## src/source/backend_pkg.sv

```systemverilog
//////////////////////////////////////////////////
// Backend shared definitions
// Widths, buffer sizes, vector types, run status
//////////////////////////////////////////////////

package backend_pkg;

    //////////////////////////////////////////////////
    // Sizes
    //////////////////////////////////////////////////

    // Result data width
    localparam int xlen = 32;

    // Reorder buffer depth, power of two keeps the wrap cheap
    localparam int rob_size = 8;

    // Physical destination tag width
    localparam int phys_tag_width = 6;

    // Index into the buffer
    localparam int rob_idx_width = $clog2(rob_size);

    // Occupancy needs one more state than the index (0..rob_size)
    localparam int rob_count_width = $clog2(rob_size + 1);

    // Retired instruction counter, wraps
    localparam int retire_count_width = 16;

    //////////////////////////////////////////////////
    // Common data bus sources
    //////////////////////////////////////////////////

    // Execution sources feeding the bus
    localparam int cdb_source_count = 3;
    localparam int src_sel_width    = $clog2(cdb_source_count);

    // Priority slots, lower slot wins
    localparam int src_mul  = 0;
    localparam int src_load = 1;
    localparam int src_alu  = 2;

    //////////////////////////////////////////////////
    // Types
    //////////////////////////////////////////////////

    typedef logic [xlen-1:0]               data_t;
    typedef logic [phys_tag_width-1:0]     phys_tag_t;
    typedef logic [rob_idx_width-1:0]      rob_idx_t;
    typedef logic [rob_count_width-1:0]    rob_count_t;
    typedef logic [retire_count_width-1:0] retire_count_t;

    // Bus winner slot
    typedef logic [src_sel_width-1:0]      src_sel_t;

    // Machine status, halted is sticky until reset
    typedef enum logic {
        status_running,
        status_halted
    } exec_status_t;

endpackage

```

## src/source/cdb_arbiter.sv

```systemverilog
//////////////////////////////////////////////////
// Common data bus arbiter
// Fixed priority mul > load > alu, winner registered
//////////////////////////////////////////////////

`timescale 1ns/1ps

module cdb_arbiter
    import backend_pkg::*;
(
    input  logic     clock,
    input  logic     reset,

    // Execution sources
    input  logic     alu_valid,
    input  logic     mul_valid,
    input  logic     load_valid,
    input  rob_idx_t alu_rob_idx,
    input  rob_idx_t mul_rob_idx,
    input  rob_idx_t load_rob_idx,
    input  data_t    alu_data,
    input  data_t    mul_data,
    input  data_t    load_data,

    // Losers hold their result while stalled
    output logic     alu_stall,
    output logic     mul_stall,
    output logic     load_stall,

    // Broadcast
    output logic     cdb_valid,
    output rob_idx_t cdb_rob_idx,
    output data_t    cdb_data
);

    //////////////////////////////////////////////////
    // Gather sources in priority order
    //////////////////////////////////////////////////

    logic [cdb_source_count-1:0] src_valid;
    logic [cdb_source_count-1:0] src_stall;
    rob_idx_t                    src_idx  [cdb_source_count];
    data_t                       src_data [cdb_source_count];

    // Winning slot this cycle
    src_sel_t                    win_sel;

    always_comb begin
        src_valid[src_mul]  = mul_valid;
        src_valid[src_load] = load_valid;
        src_valid[src_alu]  = alu_valid;

        src_idx[src_mul]    = mul_rob_idx;
        src_idx[src_load]   = load_rob_idx;
        src_idx[src_alu]    = alu_rob_idx;

        src_data[src_mul]   = mul_data;
        src_data[src_load]  = load_data;
        src_data[src_alu]   = alu_data;
    end

    //////////////////////////////////////////////////
    // Priority pick and stalls
    //////////////////////////////////////////////////

    always_comb begin
        logic higher_valid;
        higher_valid = 1'b0;
        win_sel      = '0;
        // Walk from top priority down
        for (int i = 0; i < cdb_source_count; i++) begin
            src_stall[i] = src_valid[i] & higher_valid;
            if (src_valid[i] && !higher_valid) begin
                win_sel = src_sel_t'(i);
            end
            higher_valid = higher_valid | src_valid[i];
        end
    end

    // Mul never sees a higher source, its stall stays low
    assign mul_stall  = src_stall[src_mul];
    assign load_stall = src_stall[src_load];
    assign alu_stall  = src_stall[src_alu];

    //////////////////////////////////////////////////
    // Bus register
    //////////////////////////////////////////////////

    // One pulse per accepted result
    always_ff @(posedge clock) begin
        if (reset) begin
            cdb_valid <= 1'b0;
        end else begin
            cdb_valid <= |src_valid;
        end
    end

    // Payload only moves when something wins
    always_ff @(posedge clock) begin
        if (|src_valid) begin
            cdb_rob_idx <= src_idx[win_sel];
            cdb_data    <= src_data[win_sel];
        end
    end

endmodule

```

## src/source/reorder_buffer.sv

```systemverilog
//////////////////////////////////////////////////
// Reorder buffer
// In-order allocation, completion from the bus
//////////////////////////////////////////////////

`timescale 1ns/1ps

module reorder_buffer
    import backend_pkg::*;
(
    input  logic      clock,
    input  logic      reset,

    // Dispatch side
    input  logic      dispatch_valid,
    input  logic      dispatch_halt,
    input  phys_tag_t dispatch_tag,
    output rob_idx_t  dispatch_rob_idx,
    output logic      rob_full,

    // Completion from the common data bus
    input  logic      cdb_valid,
    input  rob_idx_t  cdb_rob_idx,
    input  data_t     cdb_data,

    // Retire side
    input  logic      retire_en,
    output logic      head_valid,
    output logic      head_complete,
    output logic      head_halt,
    output phys_tag_t head_tag,
    output data_t     head_data
);

    //////////////////////////////////////////////////
    // Entry storage
    //////////////////////////////////////////////////

    // Per-entry status bits
    logic [rob_size-1:0] entry_valid;
    logic [rob_size-1:0] entry_complete;
    logic [rob_size-1:0] entry_halt;

    // Per-entry payload
    phys_tag_t           entry_tag  [rob_size];
    data_t               entry_data [rob_size];

    // Pointers and occupancy
    rob_idx_t            head;
    rob_idx_t            tail;
    rob_count_t          count;

    // Accepted dispatch this cycle
    logic                alloc;

    // Step a pointer with wrap at rob_size
    function automatic rob_idx_t next_idx(input rob_idx_t idx);
        if (idx == rob_idx_t'(rob_size - 1)) begin
            return '0;
        end
        return idx + 1'b1;
    endfunction

    //////////////////////////////////////////////////
    // Status outputs
    //////////////////////////////////////////////////

    assign rob_full         = (count == rob_count_t'(rob_size));
    assign alloc            = dispatch_valid & ~rob_full;

    // New instruction lands at the tail
    assign dispatch_rob_idx = tail;

    // Head view for the retire unit
    assign head_valid       = entry_valid[head];
    assign head_complete    = entry_complete[head];
    assign head_halt        = entry_halt[head];
    assign head_tag         = entry_tag[head];
    assign head_data        = entry_data[head];

    //////////////////////////////////////////////////
    // Control state
    //////////////////////////////////////////////////

    always_ff @(posedge clock) begin
        if (reset) begin
            head           <= '0;
            tail           <= '0;
            count          <= '0;
            entry_valid    <= '0;
            entry_complete <= '0;
            entry_halt     <= '0;
        end else begin
            // Release the head
            if (retire_en) begin
                entry_valid[head] <= 1'b0;
                head              <= next_idx(head);
            end

            // Result broadcast marks its entry done
            if (cdb_valid) begin
                entry_complete[cdb_rob_idx] <= 1'b1;
            end

            // Allocation last, a fresh entry starts clean
            // Halt has no result so it is done at once
            if (alloc) begin
                entry_valid[tail]    <= 1'b1;
                entry_complete[tail] <= dispatch_halt;
                entry_halt[tail]     <= dispatch_halt;
                tail                 <= next_idx(tail);
            end

            // Occupancy, both at once leaves it unchanged
            case ({alloc, retire_en})
                2'b10:   count <= count + 1'b1;
                2'b01:   count <= count - 1'b1;
                default: count <= count;
            endcase
        end
    end

    //////////////////////////////////////////////////
    // Payload
    //////////////////////////////////////////////////

    always_ff @(posedge clock) begin
        if (alloc) begin
            entry_tag[tail] <= dispatch_tag;
        end
        // Result value written with its completion
        if (cdb_valid) begin
            entry_data[cdb_rob_idx] <= cdb_data;
        end
    end

endmodule

```

## src/source/rob_retire.sv

```systemverilog
//////////////////////////////////////////////////
// Retire unit
// In-order release, sticky halt, retire count
//////////////////////////////////////////////////

`timescale 1ns/1ps

module rob_retire
    import backend_pkg::*;
(
    input  logic          clock,
    input  logic          reset,

    // Head of the reorder buffer
    input  logic          head_valid,
    input  logic          head_complete,
    input  logic          head_halt,

    // Retire strobe back to the buffer
    output logic          retire_en,

    // Run status and count
    output exec_status_t  status,
    output retire_count_t retired_count
);

    //////////////////////////////////////////////////
    // Retire decision
    //////////////////////////////////////////////////

    // Only a finished head retires, and never once halted
    assign retire_en = head_valid
                     & head_complete
                     & (status == status_running);

    //////////////////////////////////////////////////
    // Halt status
    //////////////////////////////////////////////////

    // Halt takes effect at the edge that retires it
    always_ff @(posedge clock) begin
        if (reset) begin
            status <= status_running;
        end else if (retire_en && head_halt) begin
            status <= status_halted;
        end
    end

    //////////////////////////////////////////////////
    // Retired instruction counter
    //////////////////////////////////////////////////

    // Halt retirement counts too, wraps at 16 bits
    always_ff @(posedge clock) begin
        if (reset) begin
            retired_count <= '0;
        end else if (retire_en) begin
            retired_count <= retired_count + 1'b1;
        end
    end

endmodule

```

## src/source/backend_top.sv

```systemverilog
//////////////////////////////////////////////////
// Backend top
// Bus arbiter, reorder buffer and retire unit
//////////////////////////////////////////////////

`timescale 1ns/1ps

module backend_top
    import backend_pkg::*;
(
    input  logic          clock,
    input  logic          reset,

    // Execution sources
    input  logic          alu_valid,
    input  logic          mul_valid,
    input  logic          load_valid,
    input  rob_idx_t      alu_rob_idx,
    input  rob_idx_t      mul_rob_idx,
    input  rob_idx_t      load_rob_idx,
    input  data_t         alu_data,
    input  data_t         mul_data,
    input  data_t         load_data,
    output logic          alu_stall,
    output logic          mul_stall,
    output logic          load_stall,

    // Dispatch
    input  logic          dispatch_valid,
    input  phys_tag_t     dispatch_tag,
    input  logic          dispatch_halt,
    output rob_idx_t      dispatch_rob_idx,
    output logic          rob_full,

    // Common data bus
    output logic          cdb_valid,
    output rob_idx_t      cdb_rob_idx,
    output data_t         cdb_data,

    // Retire
    output logic          retire_valid,
    output phys_tag_t     retire_tag,
    output data_t         retire_data,
    output exec_status_t  status,
    output retire_count_t retired_count
);

    // Head of the buffer and the retire strobe
    logic      head_valid;
    logic      head_complete;
    logic      head_halt;
    phys_tag_t head_tag;
    data_t     head_data;
    logic      retire_en;

    // Retire report is the head in the retiring cycle
    assign retire_valid = retire_en;
    assign retire_tag   = head_tag;
    assign retire_data  = head_data;

    //////////////////////////////////////////////////
    // Completion
    //////////////////////////////////////////////////

    cdb_arbiter u_cdb_arbiter (
        .clock        (clock),
        .reset        (reset),
        .alu_valid    (alu_valid),
        .mul_valid    (mul_valid),
        .load_valid   (load_valid),
        .alu_rob_idx  (alu_rob_idx),
        .mul_rob_idx  (mul_rob_idx),
        .load_rob_idx (load_rob_idx),
        .alu_data     (alu_data),
        .mul_data     (mul_data),
        .load_data    (load_data),
        .alu_stall    (alu_stall),
        .mul_stall    (mul_stall),
        .load_stall   (load_stall),
        .cdb_valid    (cdb_valid),
        .cdb_rob_idx  (cdb_rob_idx),
        .cdb_data     (cdb_data)
    );

    //////////////////////////////////////////////////
    // Reorder buffer
    //////////////////////////////////////////////////

    reorder_buffer u_reorder_buffer (
        .clock            (clock),
        .reset            (reset),
        .dispatch_valid   (dispatch_valid),
        .dispatch_halt    (dispatch_halt),
        .dispatch_tag     (dispatch_tag),
        .dispatch_rob_idx (dispatch_rob_idx),
        .rob_full         (rob_full),
        .cdb_valid        (cdb_valid),
        .cdb_rob_idx      (cdb_rob_idx),
        .cdb_data         (cdb_data),
        .retire_en        (retire_en),
        .head_valid       (head_valid),
        .head_complete    (head_complete),
        .head_halt        (head_halt),
        .head_tag         (head_tag),
        .head_data        (head_data)
    );

    //////////////////////////////////////////////////
    // Retire
    //////////////////////////////////////////////////

    rob_retire u_rob_retire (
        .clock         (clock),
        .reset         (reset),
        .head_valid    (head_valid),
        .head_complete (head_complete),
        .head_halt     (head_halt),
        .retire_en     (retire_en),
        .status        (status),
        .retired_count (retired_count)
    );

endmodule

```

## config.mk

```make
export PLATFORM = sky130hd
export DESIGN_NAME = backend_top
export DESIGN_NICKNAME = d
export VERILOG_FILES = /design/src/source/backend_pkg.sv /design/src/source/cdb_arbiter.sv /design/src/source/reorder_buffer.sv /design/src/source/rob_retire.sv /design/src/source/backend_top.sv
export SDC_FILE = /design/constraint.sdc
export NUM_CORES = 1
export LEC_CHECK = 0
export ABC_AREA = 1
export CAP_MARGIN = 30
export CORE_MARGIN = 5
export CORE_UTILIZATION = 35
export DETAILED_ROUTE_END_ITERATION = 6
export DONT_BUFFER_PORTS = 1
export GPL_TIMING_DRIVEN = 0
export PLACE_DENSITY = 0.5
export SLEW_MARGIN = 20
export SYNTH_ARGS = -nofsm -noshare
export SYNTH_HDL_FRONTEND = slang
export SYNTH_HIERARCHICAL = 1
export SYNTH_SLANG_ARGS = --single-unit
```

## constraint.sdc

```tcl
create_clock -name clock -period 3.3 [get_ports clock]
set_input_delay 0.99 -clock clock [delete_from_list [all_inputs] [get_ports clock]]
set_output_delay 0.99 -clock clock [all_outputs]
set_load 0.05 [all_outputs]
```

* Yosys cells after proc, flatten, opt, wreduce, memory -nomap -nowiden *
Memories as Yosys holds them, arrays and structs flattened. A register that Yosys moved wholly into a read port is not among the register bits.
Index checks and enable logic that the tools add are counted.

word-level totals
  register bits after elaboration = 87
  latch bits = 0
  bits in writable memories = 304
  ROM bits = 0
  bits of input ports = 118
  output and inout port bits = 99
  word-level logic and storage cells = 100
  memories kept = 2

memory list
  name                         words  bits a word  read ports  clocked after Yosys merged registers in  wr ports  line                  RTL
  u_reorder_buffer.entry_data  8      32           1           1                                        1         reorder_buffer.sv:46  data_t entry_data [rob_size];
  u_reorder_buffer.entry_tag   8      6            1           1                                        1         reorder_buffer.sv:45  phys_tag_t entry_tag [rob_size];

operators by class
  add/sub/neg operators = 5
  multiply operators = 0
  div/mod/pow operators = 0
  magnitude comparators = 7
  equal/unequal tests = 5
  shift-type cells = 0
  muxes and demuxes = 47
  bitwise operators = 13
  reductions and logical operators = 10

operators with widths
  kind                     number
  $bmux W32 S2             1
  $mux W32                 2
  $mux W8                  6
  $mux W3                  10
  $mux W1                  17
  $add A16 B1 Y16 const B  1
  $bwmux W8                2
  $or A8 B8 Y8             2
  $lt A3 B4 Y1 const B     3
  $bmux W1 S3              3
  $demux W1 S3             3
  $ge A3 B1 Y1 const B     3
  $and A8 B8 Y8            1
  $not A8 Y8               1
  $pmux W4 S2              1
  $add A3 B1 Y3 const B    2
  $bmux W3 S2              1
  $eq A3 B3 Y1 const B     2
  $logic_and A1 B1 Y1      6
  $and A1 B1 Y1            5
  $add A4 B1 Y4 const B    1
  $eq A4 B4 Y1 const B     1
  $sub A4 B1 Y4 const B    1
  $ge A3 B3 Y1 const B     1
  9 further kinds          11

* Depth between registers and ports, before layout *
Gate-level depths: netlist (run 1).

  word-level depth = 10
  gate-level depth with buffers = 20
  mapped depth without buffers = 18

* Modules after synthesis *
Netlist (run 1), hierarchy kept.

by module, submodules not included
  module          instances  cells each  area each (sq um)  seq. area each (sq um)
  reorder_buffer  1          1125        13827.0            9869.5
  cdb_arbiter     1          310         2288.4             1071.0
  rob_retire      1          126         854.6              340.3

* Least setup slack after synthesis (run 1) *
No wires, ideal clock.

  path kind = flip-flop to flip-flop
  start = register u_cdb_arbiter.cdb_rob_idx[0]
  end = register u_reorder_buffer.entry_complete[3]
  setup time = 70 ps
  arrival = 2728 ps
  data required time = 3230 ps
  setup slack = 502 ps
  stages on the path, launching flop included = 6
  buffers on the path = 0
  clock period less this slack = 2798 ps
  cell sequence = edfxtp_1 -> nand2_1 -> nor2_1 -> or2_2 -> nand2_1 -> a21oi_1

between the ends
  longest elaborated chain between the ends = 9
  elaborated cells on any way between the ends = 10
  those cells by class = order compare (2); mux (6); bitwise (1); reduce/logical (1)

ends and longest elaborated chain
  element                                                             line                   RTL
  start, declared                                                     cdb_arbiter.sv:32      output rob_idx_t cdb_rob_idx,
  start signal, assigned                                              cdb_arbiter.sv:101     cdb_rob_idx <= src_idx[win_sel];
  $lt A3 B4 Y1 (implied by the code) or $ge A3 B1 Y1 (tied branches)  reorder_buffer.sv:102  entry_complete[cdb_rob_idx] <= 1'b1;
  $logic_and A1 B1 Y1 (implied by the code)                           reorder_buffer.sv:102
  $mux W1 (implied by the code)                                       reorder_buffer.sv:102
  $demux W1 S3 *                                                      n/a
  $or A8 B8 Y8 (no source line) *                                     n/a
  $mux W8 *                                                           reorder_buffer.sv:101  if (cdb_valid) begin
  $mux W8 *                                                           reorder_buffer.sv:86   if (reset) begin
  $bwmux W8                                                           reorder_buffer.sv:109  entry_complete[tail] <= dispatch_halt;
  $mux W8 *                                                           reorder_buffer.sv:107  if (alloc) begin
  end signal, assigned by index                                       reorder_buffer.sv:109
  end, declared                                                       reorder_buffer.sv:41   logic [rob_size-1:0] entry_complete;

Mark *: on every way between the ends. The rest lies on a longest branch, timed or not. The select of a mux whose other input is x is not followed.
A chain may end at the register's enable or synchronous reset.

==> impl_metrics.py, run 1 <==
metrics = {
    "finish": {
        "multi_input_area_sq_um": 4840,
        "register_area_sq_um": 11300,
        "diodes": 0,
        "area_growth_pct": 15.5,
        "fin_util": 0.410,
        "final_cells": 2264,
        "drive_above_1_share": 0.135,
        "fin_nets": 1744,
        "fillers": 4591,
    },
    "power_and_ir_drop": {
        "switching_power_mw": 3.34,
        "seqPwrFrac": 0.514,
        "clkPwrFrac": 0.378,
        "combPwrFrac": 0.108,
        "power_mw": 12.2,
        "powerDensity_nw_per_um2": 625,
        "p_int_mw": 8.90,
        "p_leak_nw": 7.24,
        "switching_share": 0.273,
        "ir_worst_vdd_v": 0.000310,
    },
    "route": {
        "routed_wirelength_um": 48200,
        "first_pass_iters": 7,
        "viasPerCell": 5.09,
        "drc": 0,
        "ant_nets": 0,
        "vias": 11500,
        "drt_iter0_markers": 775,
        "wl_per_cell_um": 21.3,
    },
    "synth": {
        "synth_fa_ha_area_frac": 0.00590,
        "synth_cells": 1561,
        "yosysSeqAreaShare": 0.665,
        "synth_top_cell_by_area": "edfxtp_1",
        "avgSynthCellArea_sq_um": 10.9,
        "synth_ff_type": "edfxtp_1",
        "synthMuxAreaShare": 0.0224,
        "synth_xor_area_frac": 0.00206,
        "synth-edff-count": 339,
        "syn_nets": 1687,
        "ys_seq_elements": 394,
        "synth.top_cell.area_share": 0.600,
        "synth_area_leaders": "edfxtp_1, nand2_1, dfxtp_1, nor2_1, o21ai_0",
        "ys_warn_count": 6,
        "async_reset_ff_frac": 0,
        "synth-simple-area-share": 0.159,
        "synth_top_family_by_area": "simple AND/OR/NAND/NOR gates",
        "synth.distinct_cells": 40,
        "syn-cell-area_sq_um": 17000,
        "synth_compound_area_frac": 0.0852,
    },
    "placed_design": {
        "placement.io_buffers": 0,
        "dp_cells": 2185,
        "place_ws_ns": 0.0908,
        "dp_hpwl_um": 32900,
        "gp_congestion": 0.797,
    },
    "floorplan": {
        "die_w_um": 230,
        "pin_count": 217,
        "start_util": 0.355,
        "row_count": 80,
        "core-area_sq_um": 47800,
        "dieArea_sq_um": 53000,
        "die_h_um": 230,
    },
    "timing": {
        "fmax_mhz": 315,
        "tns_ns": 0,
        "period_share": 0.963,
        "finalMaxSlewViolations": 0,
        "worstMarginPinSlew_ns": 0.917,
        "rsz0062_at_grt": "no",
        "slew_headroom": 0.389,
        "setup_viol": 0,
        "setup_ws_ns": 0.122,
        "final_hold_viol_count": 0,
        "fin_skew_ns": 0.0133,
        "period_needed_ns": 3.18,
    },
    "critical_path": {
        "critPathCaptureType": "output port",
        "cp_max_fo": 10,
        "cp.arrival_ns": 2.19,
        "crit_type": "flop to output port",
        "crit_required_ns": 2.31,
        "cp-start-kind": "flop",
    },
    "clock_network": {
        "hold_buffers": 0,
        "root_buffer": "clkbuf_16",
        "ctsLongestPathBuffers": 3,
        "htree_num_levels": 2,
        "clock_sinks": 394,
        "cts_tree": "done",
        "numCtsBuffers": 43,
        "cts.clk_slew.worst_paths_ns": 0.06,
        "clk_latency_ns": 0.56,
    },
    "global_route": {
        "grt_pass1_wl_um": 71800,
        "grt.overflow.total": 0,
        "grt_start_max_net_pins": 36,
        "grt_usage": 0.177,
        "first_global_vias": 11500,
        "antenna_found_initial": 3,
    },
    "job": {
        "maxCapViolations": 0,
    },
    "status": {
        "outcome": "complete, no violations",
    },
    "hold_path": {
        "holdCritPathClass": "flop to flop",
    },
}
final cells by class:
cell class	instances	area share
Buffer	83	0.0312
Sequential cell	394	0.576
Multi-Input combinational cell	960	0.247
Timing Repair Buffer	12	0.0143
Clock inverter	19	0.00868
Clock buffer	57	0.0598
Inverter	124	0.0240
Tap cell	615	0.0393
power by group through the flow:
stage               registers (mW)  logic [mW]  clock network, mW
finish                        6.29        1.32               4.63
CTS                           6.30        1.31               4.75
floorplan                     6.29       0.928                  0
global route                  6.34        1.43               4.96
detailed placement            6.41        1.28                  0
global placement              6.41        1.23                  0
repair_timing:
action / CTS / global route
resized for setup: 51 / 23
pin swaps: 1 / 1
setup buffers: 1 / 1
setup endpoints to repair: 39 / 30
cloned: 0 / 1
registers in the layout, summed over array words and instances (netlist names), named ones only:
signal,flops
u_cdb_arbiter/cdb_valid,1
u_reorder_buffer/count,4
u_reorder_buffer/entry_valid,8
u_reorder_buffer/entry_halt,8
u_reorder_buffer/dispatch_rob_idx,3
u_reorder_buffer/entry_tag,48
u_cdb_arbiter/cdb_rob_idx,3
u_reorder_buffer/entry_complete,8
u_cdb_arbiter/cdb_data,32
u_rob_retire/retired_count,16
u_reorder_buffer/head,3
u_reorder_buffer/entry_data,256
u_rob_retire/status,1
worst paths after layout:
check	startpoint	to	slack, ns	cells after the start
min	u_reorder_buffer/entry_halt[2]	u_reorder_buffer/entry_halt[2]	0.47	2
max reg2reg	u_reorder_buffer/head[0]	u_reorder_buffer/count[2]	0.52	18
max	flop	retire_data[9]	0.12	8
min reg2reg	u_reorder_buffer/entry_halt[2]	u_reorder_buffer/entry_halt[2]	0.47	2
placed cells by master, fill, tap and decap left out, types with 17 or more instances in the layout:
master	instances
buf_2	20
dfxtp_1	55
o22ai_1	38
a21oi_1	44
nor2_1	205
o21ai_1	78
nand2_1	261
clkbuf_2	22
clkbuf_1	17
o21ai_0	105
clkbuf_16	46
edfxtp_1	339
inv_1	120
mux2i_1	38
nand3_1	85
nand2_2	40
through the flow:
stage / cell area [sq um] / hold slack, ns
3_5_place_dp: 18000 / 0.457
4_1_cts: 19500 / 0.467
3_3_place_gp: 17700 / 0.449
6_report: 19600 / 0.466
2_1_floorplan: 17000 / 0.436
5_1_grt: 19600 / 0.480
worst max-delay path, cell delays in order, from the launching register on:
cell	delay [ns]
dfxtp_1	0.30
buf_6	0.15
inv_4	0.08
buf_6	0.15
buf_2	0.27
nor2_1	0.07
o21ai_1	0.22
nand2_1	0.10
nand2_2	0.27
cells by family after synthesis:
| kind of cell | after synthesis |
|---|---|
| other cells | 1 |
| fa+ha+maj | 8 |
| simple gates | 636 |
| mux | 38 |
| compound gates | 273 |
| buf+inv | 207 |
| xor+xnor | 4 |
| flops | 394 |
synthesized netlist by cell type, types with 3 or more instances:
cell,number
buf_6,14
o21ai_0,105
o21ai_1,78
clkbuf_1,27
buf_4,13
edfxtp_1,339
a21oi_1,44
nand3_1,85
nand2_2,6
ha_1,8
nor2_1,213
o22ai_1,38
dfxtp_1,55
nand4_1,10
nand2_4,3
xnor2_1,3
inv_1,120
nand2_1,300
buf_1,3
nor2_8,4
buf_8,3
mux2i_1,38
buf_2,21
or2_2,4
nor2_4,4
routing by layer:
metal,vias to the layer above,global-route usage,part of all wire
met5,-,0,0
met4,0,0.0504,0.020
met3,61,0.0507,0.080
met2,395,0.290,0.47
met1,5602,0.232,0.43
li1,5474,-,-
Power figures use the tool's default switching activity.
==> inputs of run 2 (changes only) <==
Settings changed: RECOVER_POWER set to 50.
==> run 2 against run 1 <==
  * The run now ends with capacitance limit, slew limit left
  * Design area is 0.63% lower
  * Combinational power hardly changed
  * Cell count hardly changed
  * Clock power hardly changed
  * Clock skew is 0.00057 ns lower
  * Clock-buffer cell count stayed put
  * Critical path depth stayed put
==> impl_metrics.py, run 2 (same netlist as run 1, synthesis figures left out) <==
metrics = {
    "route": {
        "drt_iter0_markers": 792,
        "routed_wirelength_um": 48200,
        "vias": 11600,
        "viasPerCell": 5.10,
        "wl_per_cell_um": 21.3,
        "drc": 0,
        "first_pass_iters": 5,
        "ant_nets": 0,
    },
    "timing": {
        "finalMaxSlewViolations": 36,
        "period_share": 0.956,
        "fin_skew_ns": 0.0127,
        "fmax_mhz": 317,
        "period_needed_ns": 3.15,
        "final_hold_viol_count": 0,
        "rsz0062_at_grt": "no",
        "slew_headroom": -0.461,
        "worstMarginPinSlew_ns": 2.19,
        "tns_ns": 0,
        "setup_viol": 0,
    },
    "critical_path": {
        "critPathCaptureType": "output port",
        "r2r-start": "u_reorder_buffer/head[0]",
        "crit_family": "buffers and inverters",
        "path_cells": "buf_6 -> inv_4 -> buf_6 -> buf_2 -> nor2_1 -> o21ai_1 -> nand2_1 -> nand2_2",
        "path_depth": 8,
        "cp_num_buf_inv": 4,
        "setup.worst_path.end": "retire_data[9]",
        "crit_top_cell": "buf_6",
        "reg2reg_slack_ns": 0.53,
        "cp_max_fo": 10,
        "slowest_stage": "dfxtp_1",
        "cp.arrival_ns": 2.16,
        "crit_type": "flop to output port",
        "cp-start-kind": "flop",
        "r2r_end": "u_reorder_buffer/count[2]",
        "reg2regPathDepth": 18,
        "critPathMaxStageDelay_ns": 0.30,
        "crit_required_ns": 2.31,
    },
    "floorplan": {
        "die_h_um": 230,
        "start_util": 0.355,
        "die_w_um": 230,
        "row_count": 80,
        "pin_count": 217,
        "dieArea_sq_um": 53000,
        "core-area_sq_um": 47800,
    },
    "power_and_ir_drop": {
        "powerDensity_nw_per_um2": 627,
        "seqPwrFrac": 0.515,
        "switching_share": 0.272,
        "p_int_mw": 8.89,
        "combPwrFrac": 0.106,
        "power_mw": 12.2,
        "p_leak_nw": 7.15,
        "switching_power_mw": 3.32,
        "clkPwrFrac": 0.379,
        "ir_worst_vdd_v": 0.000308,
    },
    "global_route": {
        "grt_pass1_wl_um": 71800,
        "grt_usage": 0.177,
        "grt.overflow.total": 0,
        "antenna_found_initial": 3,
        "first_global_vias": 11500,
        "grt_start_max_net_pins": 36,
    },
    "finish": {
        "top_regs": "u_reorder_buffer/entry_data (256), u_reorder_buffer/entry_tag (48), u_cdb_arbiter/cdb_data (32)",
        "largest_reg_flops": 256,
        "fin_nets": 1744,
        "regMostFlops": "u_reorder_buffer/entry_data",
        "multi_input_area_sq_um": 4740,
        "fillers": 4612,
        "final_common_cell": "edfxtp_1",
        "area_growth_pct": 14.8,
        "final_cell_mix": "edfxtp_1, nand2_1, nor2_1",
        "register_area_sq_um": 11300,
        "drive_above_1_share": 0.127,
        "fin_area_sq_um": 19500,
    },
    "clock_network": {
        "clock_sinks": 394,
        "cts.clk_slew.worst_paths_ns": 0.06,
        "clk_latency_ns": 0.55,
        "ctsLongestPathBuffers": 3,
        "numCtsBuffers": 43,
        "hold_buffers": 0,
        "htree_num_levels": 2,
        "cts_tree": "done",
        "root_buffer": "clkbuf_16",
    },
    "placed_design": {
        "gp_congestion": 0.797,
        "dp_hpwl_um": 32900,
        "placement.io_buffers": 0,
        "placed_area_sq_um": 18000,
    },
    "status": {
        "outcome": "complete, but fails checks",
        "violations": "capacitance limit, slew limit",
    },
    "job": {
        "maxCapViolations": 1,
    },
    "hold_path": {
        "whs_path_depth": 2,
        "holdCritPathClass": "flop to flop",
    },
}
-- run 2: changes by cell type in the layout (fill, tap and decap cells not counted), moves of 2 or more --
cell / previous run / this run
nand2_1: 261 / 263
nand2_4: 8 / 6
clkbuf_1: 17 / 21
buf_6: 15 / 12
nor2_8: 4 / 0
nor2_1: 205 / 211
-- run 2: how the worst min path moves through the flow --
stage | start | end | slack, ns
finish | u_reorder_buffer/entry_halt[2] | u_reorder_buffer/entry_halt[2] | 0.46
global route | reset | u_rob_retire/retired_count[10] | 0.48
CTS | reset | u_cdb_arbiter/cdb_valid | 0.47
detailed placement | u_reorder_buffer/entry_halt[2] | u_reorder_buffer/entry_halt[2] | 0.46
global placement | u_reorder_buffer/entry_halt[6] | u_reorder_buffer/entry_halt[6] | 0.45
floorplan | u_reorder_buffer/entry_halt[3] | u_reorder_buffer/entry_halt[3] | 0.44
-- run 2: repair_timing --
action                                  CTS  global route
pin swaps                                 1             1
cloned                                    0             1
buffers inserted                          1             1
endpoints found under the setup margin   39            30
resized for setup                        51            23
-- run 2: per-stage QoR --
stage          setup slack, ns  hold slack [ns]  instances  utilization
2_1_floorplan            0.502            0.436       1561            -
3_3_place_gp             -1.34            0.449       2176        0.371
3_5_place_dp            0.0908            0.457       2185        0.377
4_1_cts               0.000278            0.467       2262        0.408
5_1_grt                0.00252            0.480       2264        0.407
6_report                 0.146            0.465       2265        0.407
-- run 2: worst min-delay path: cells and delay by family, from the launching register on --
kind	cells	cell delay, ns
flops	1	0.31
simple gates	1	0.06
compound gates	1	0.05
-- run 2: power by group through the flow --
stage / clock [mW] / combinational [mW] / sequential (mW)
floorplan: 0 / 0.928 / 6.29
global placement: 0 / 1.23 / 6.41
detailed placement: 0 / 1.28 / 6.41
CTS: 4.75 / 1.31 / 6.30
global route: 4.96 / 1.41 / 6.34
finish: 4.63 / 1.29 / 6.29
-- run 2: layout make-up --
cell class | instances | share of cell area
Multi-Input combinational cell | 960 | 0.244
Tap cell | 615 | 0.0395
Inverter | 124 | 0.0241
Timing Repair Buffer | 12 | 0.0144
Sequential cell | 394 | 0.579
Buffer | 83 | 0.0302
Clock buffer | 57 | 0.0601
Antenna cell | 1 | 0.000128
Clock inverter | 19 | 0.00874
-- run 2: metal layers --
| layer | part of all wire | up-vias | track usage |
|---|---|---|---|
| met3 | 0.079 | 59 | 0.0507 |
| met5 | 0 | - | 0 |
| li1 | - | 5476 | - |
| met1 | 0.43 | 5643 | 0.232 |
| met2 | 0.47 | 381 | 0.290 |
| met4 | 0.019 | 0 | 0.0504 |
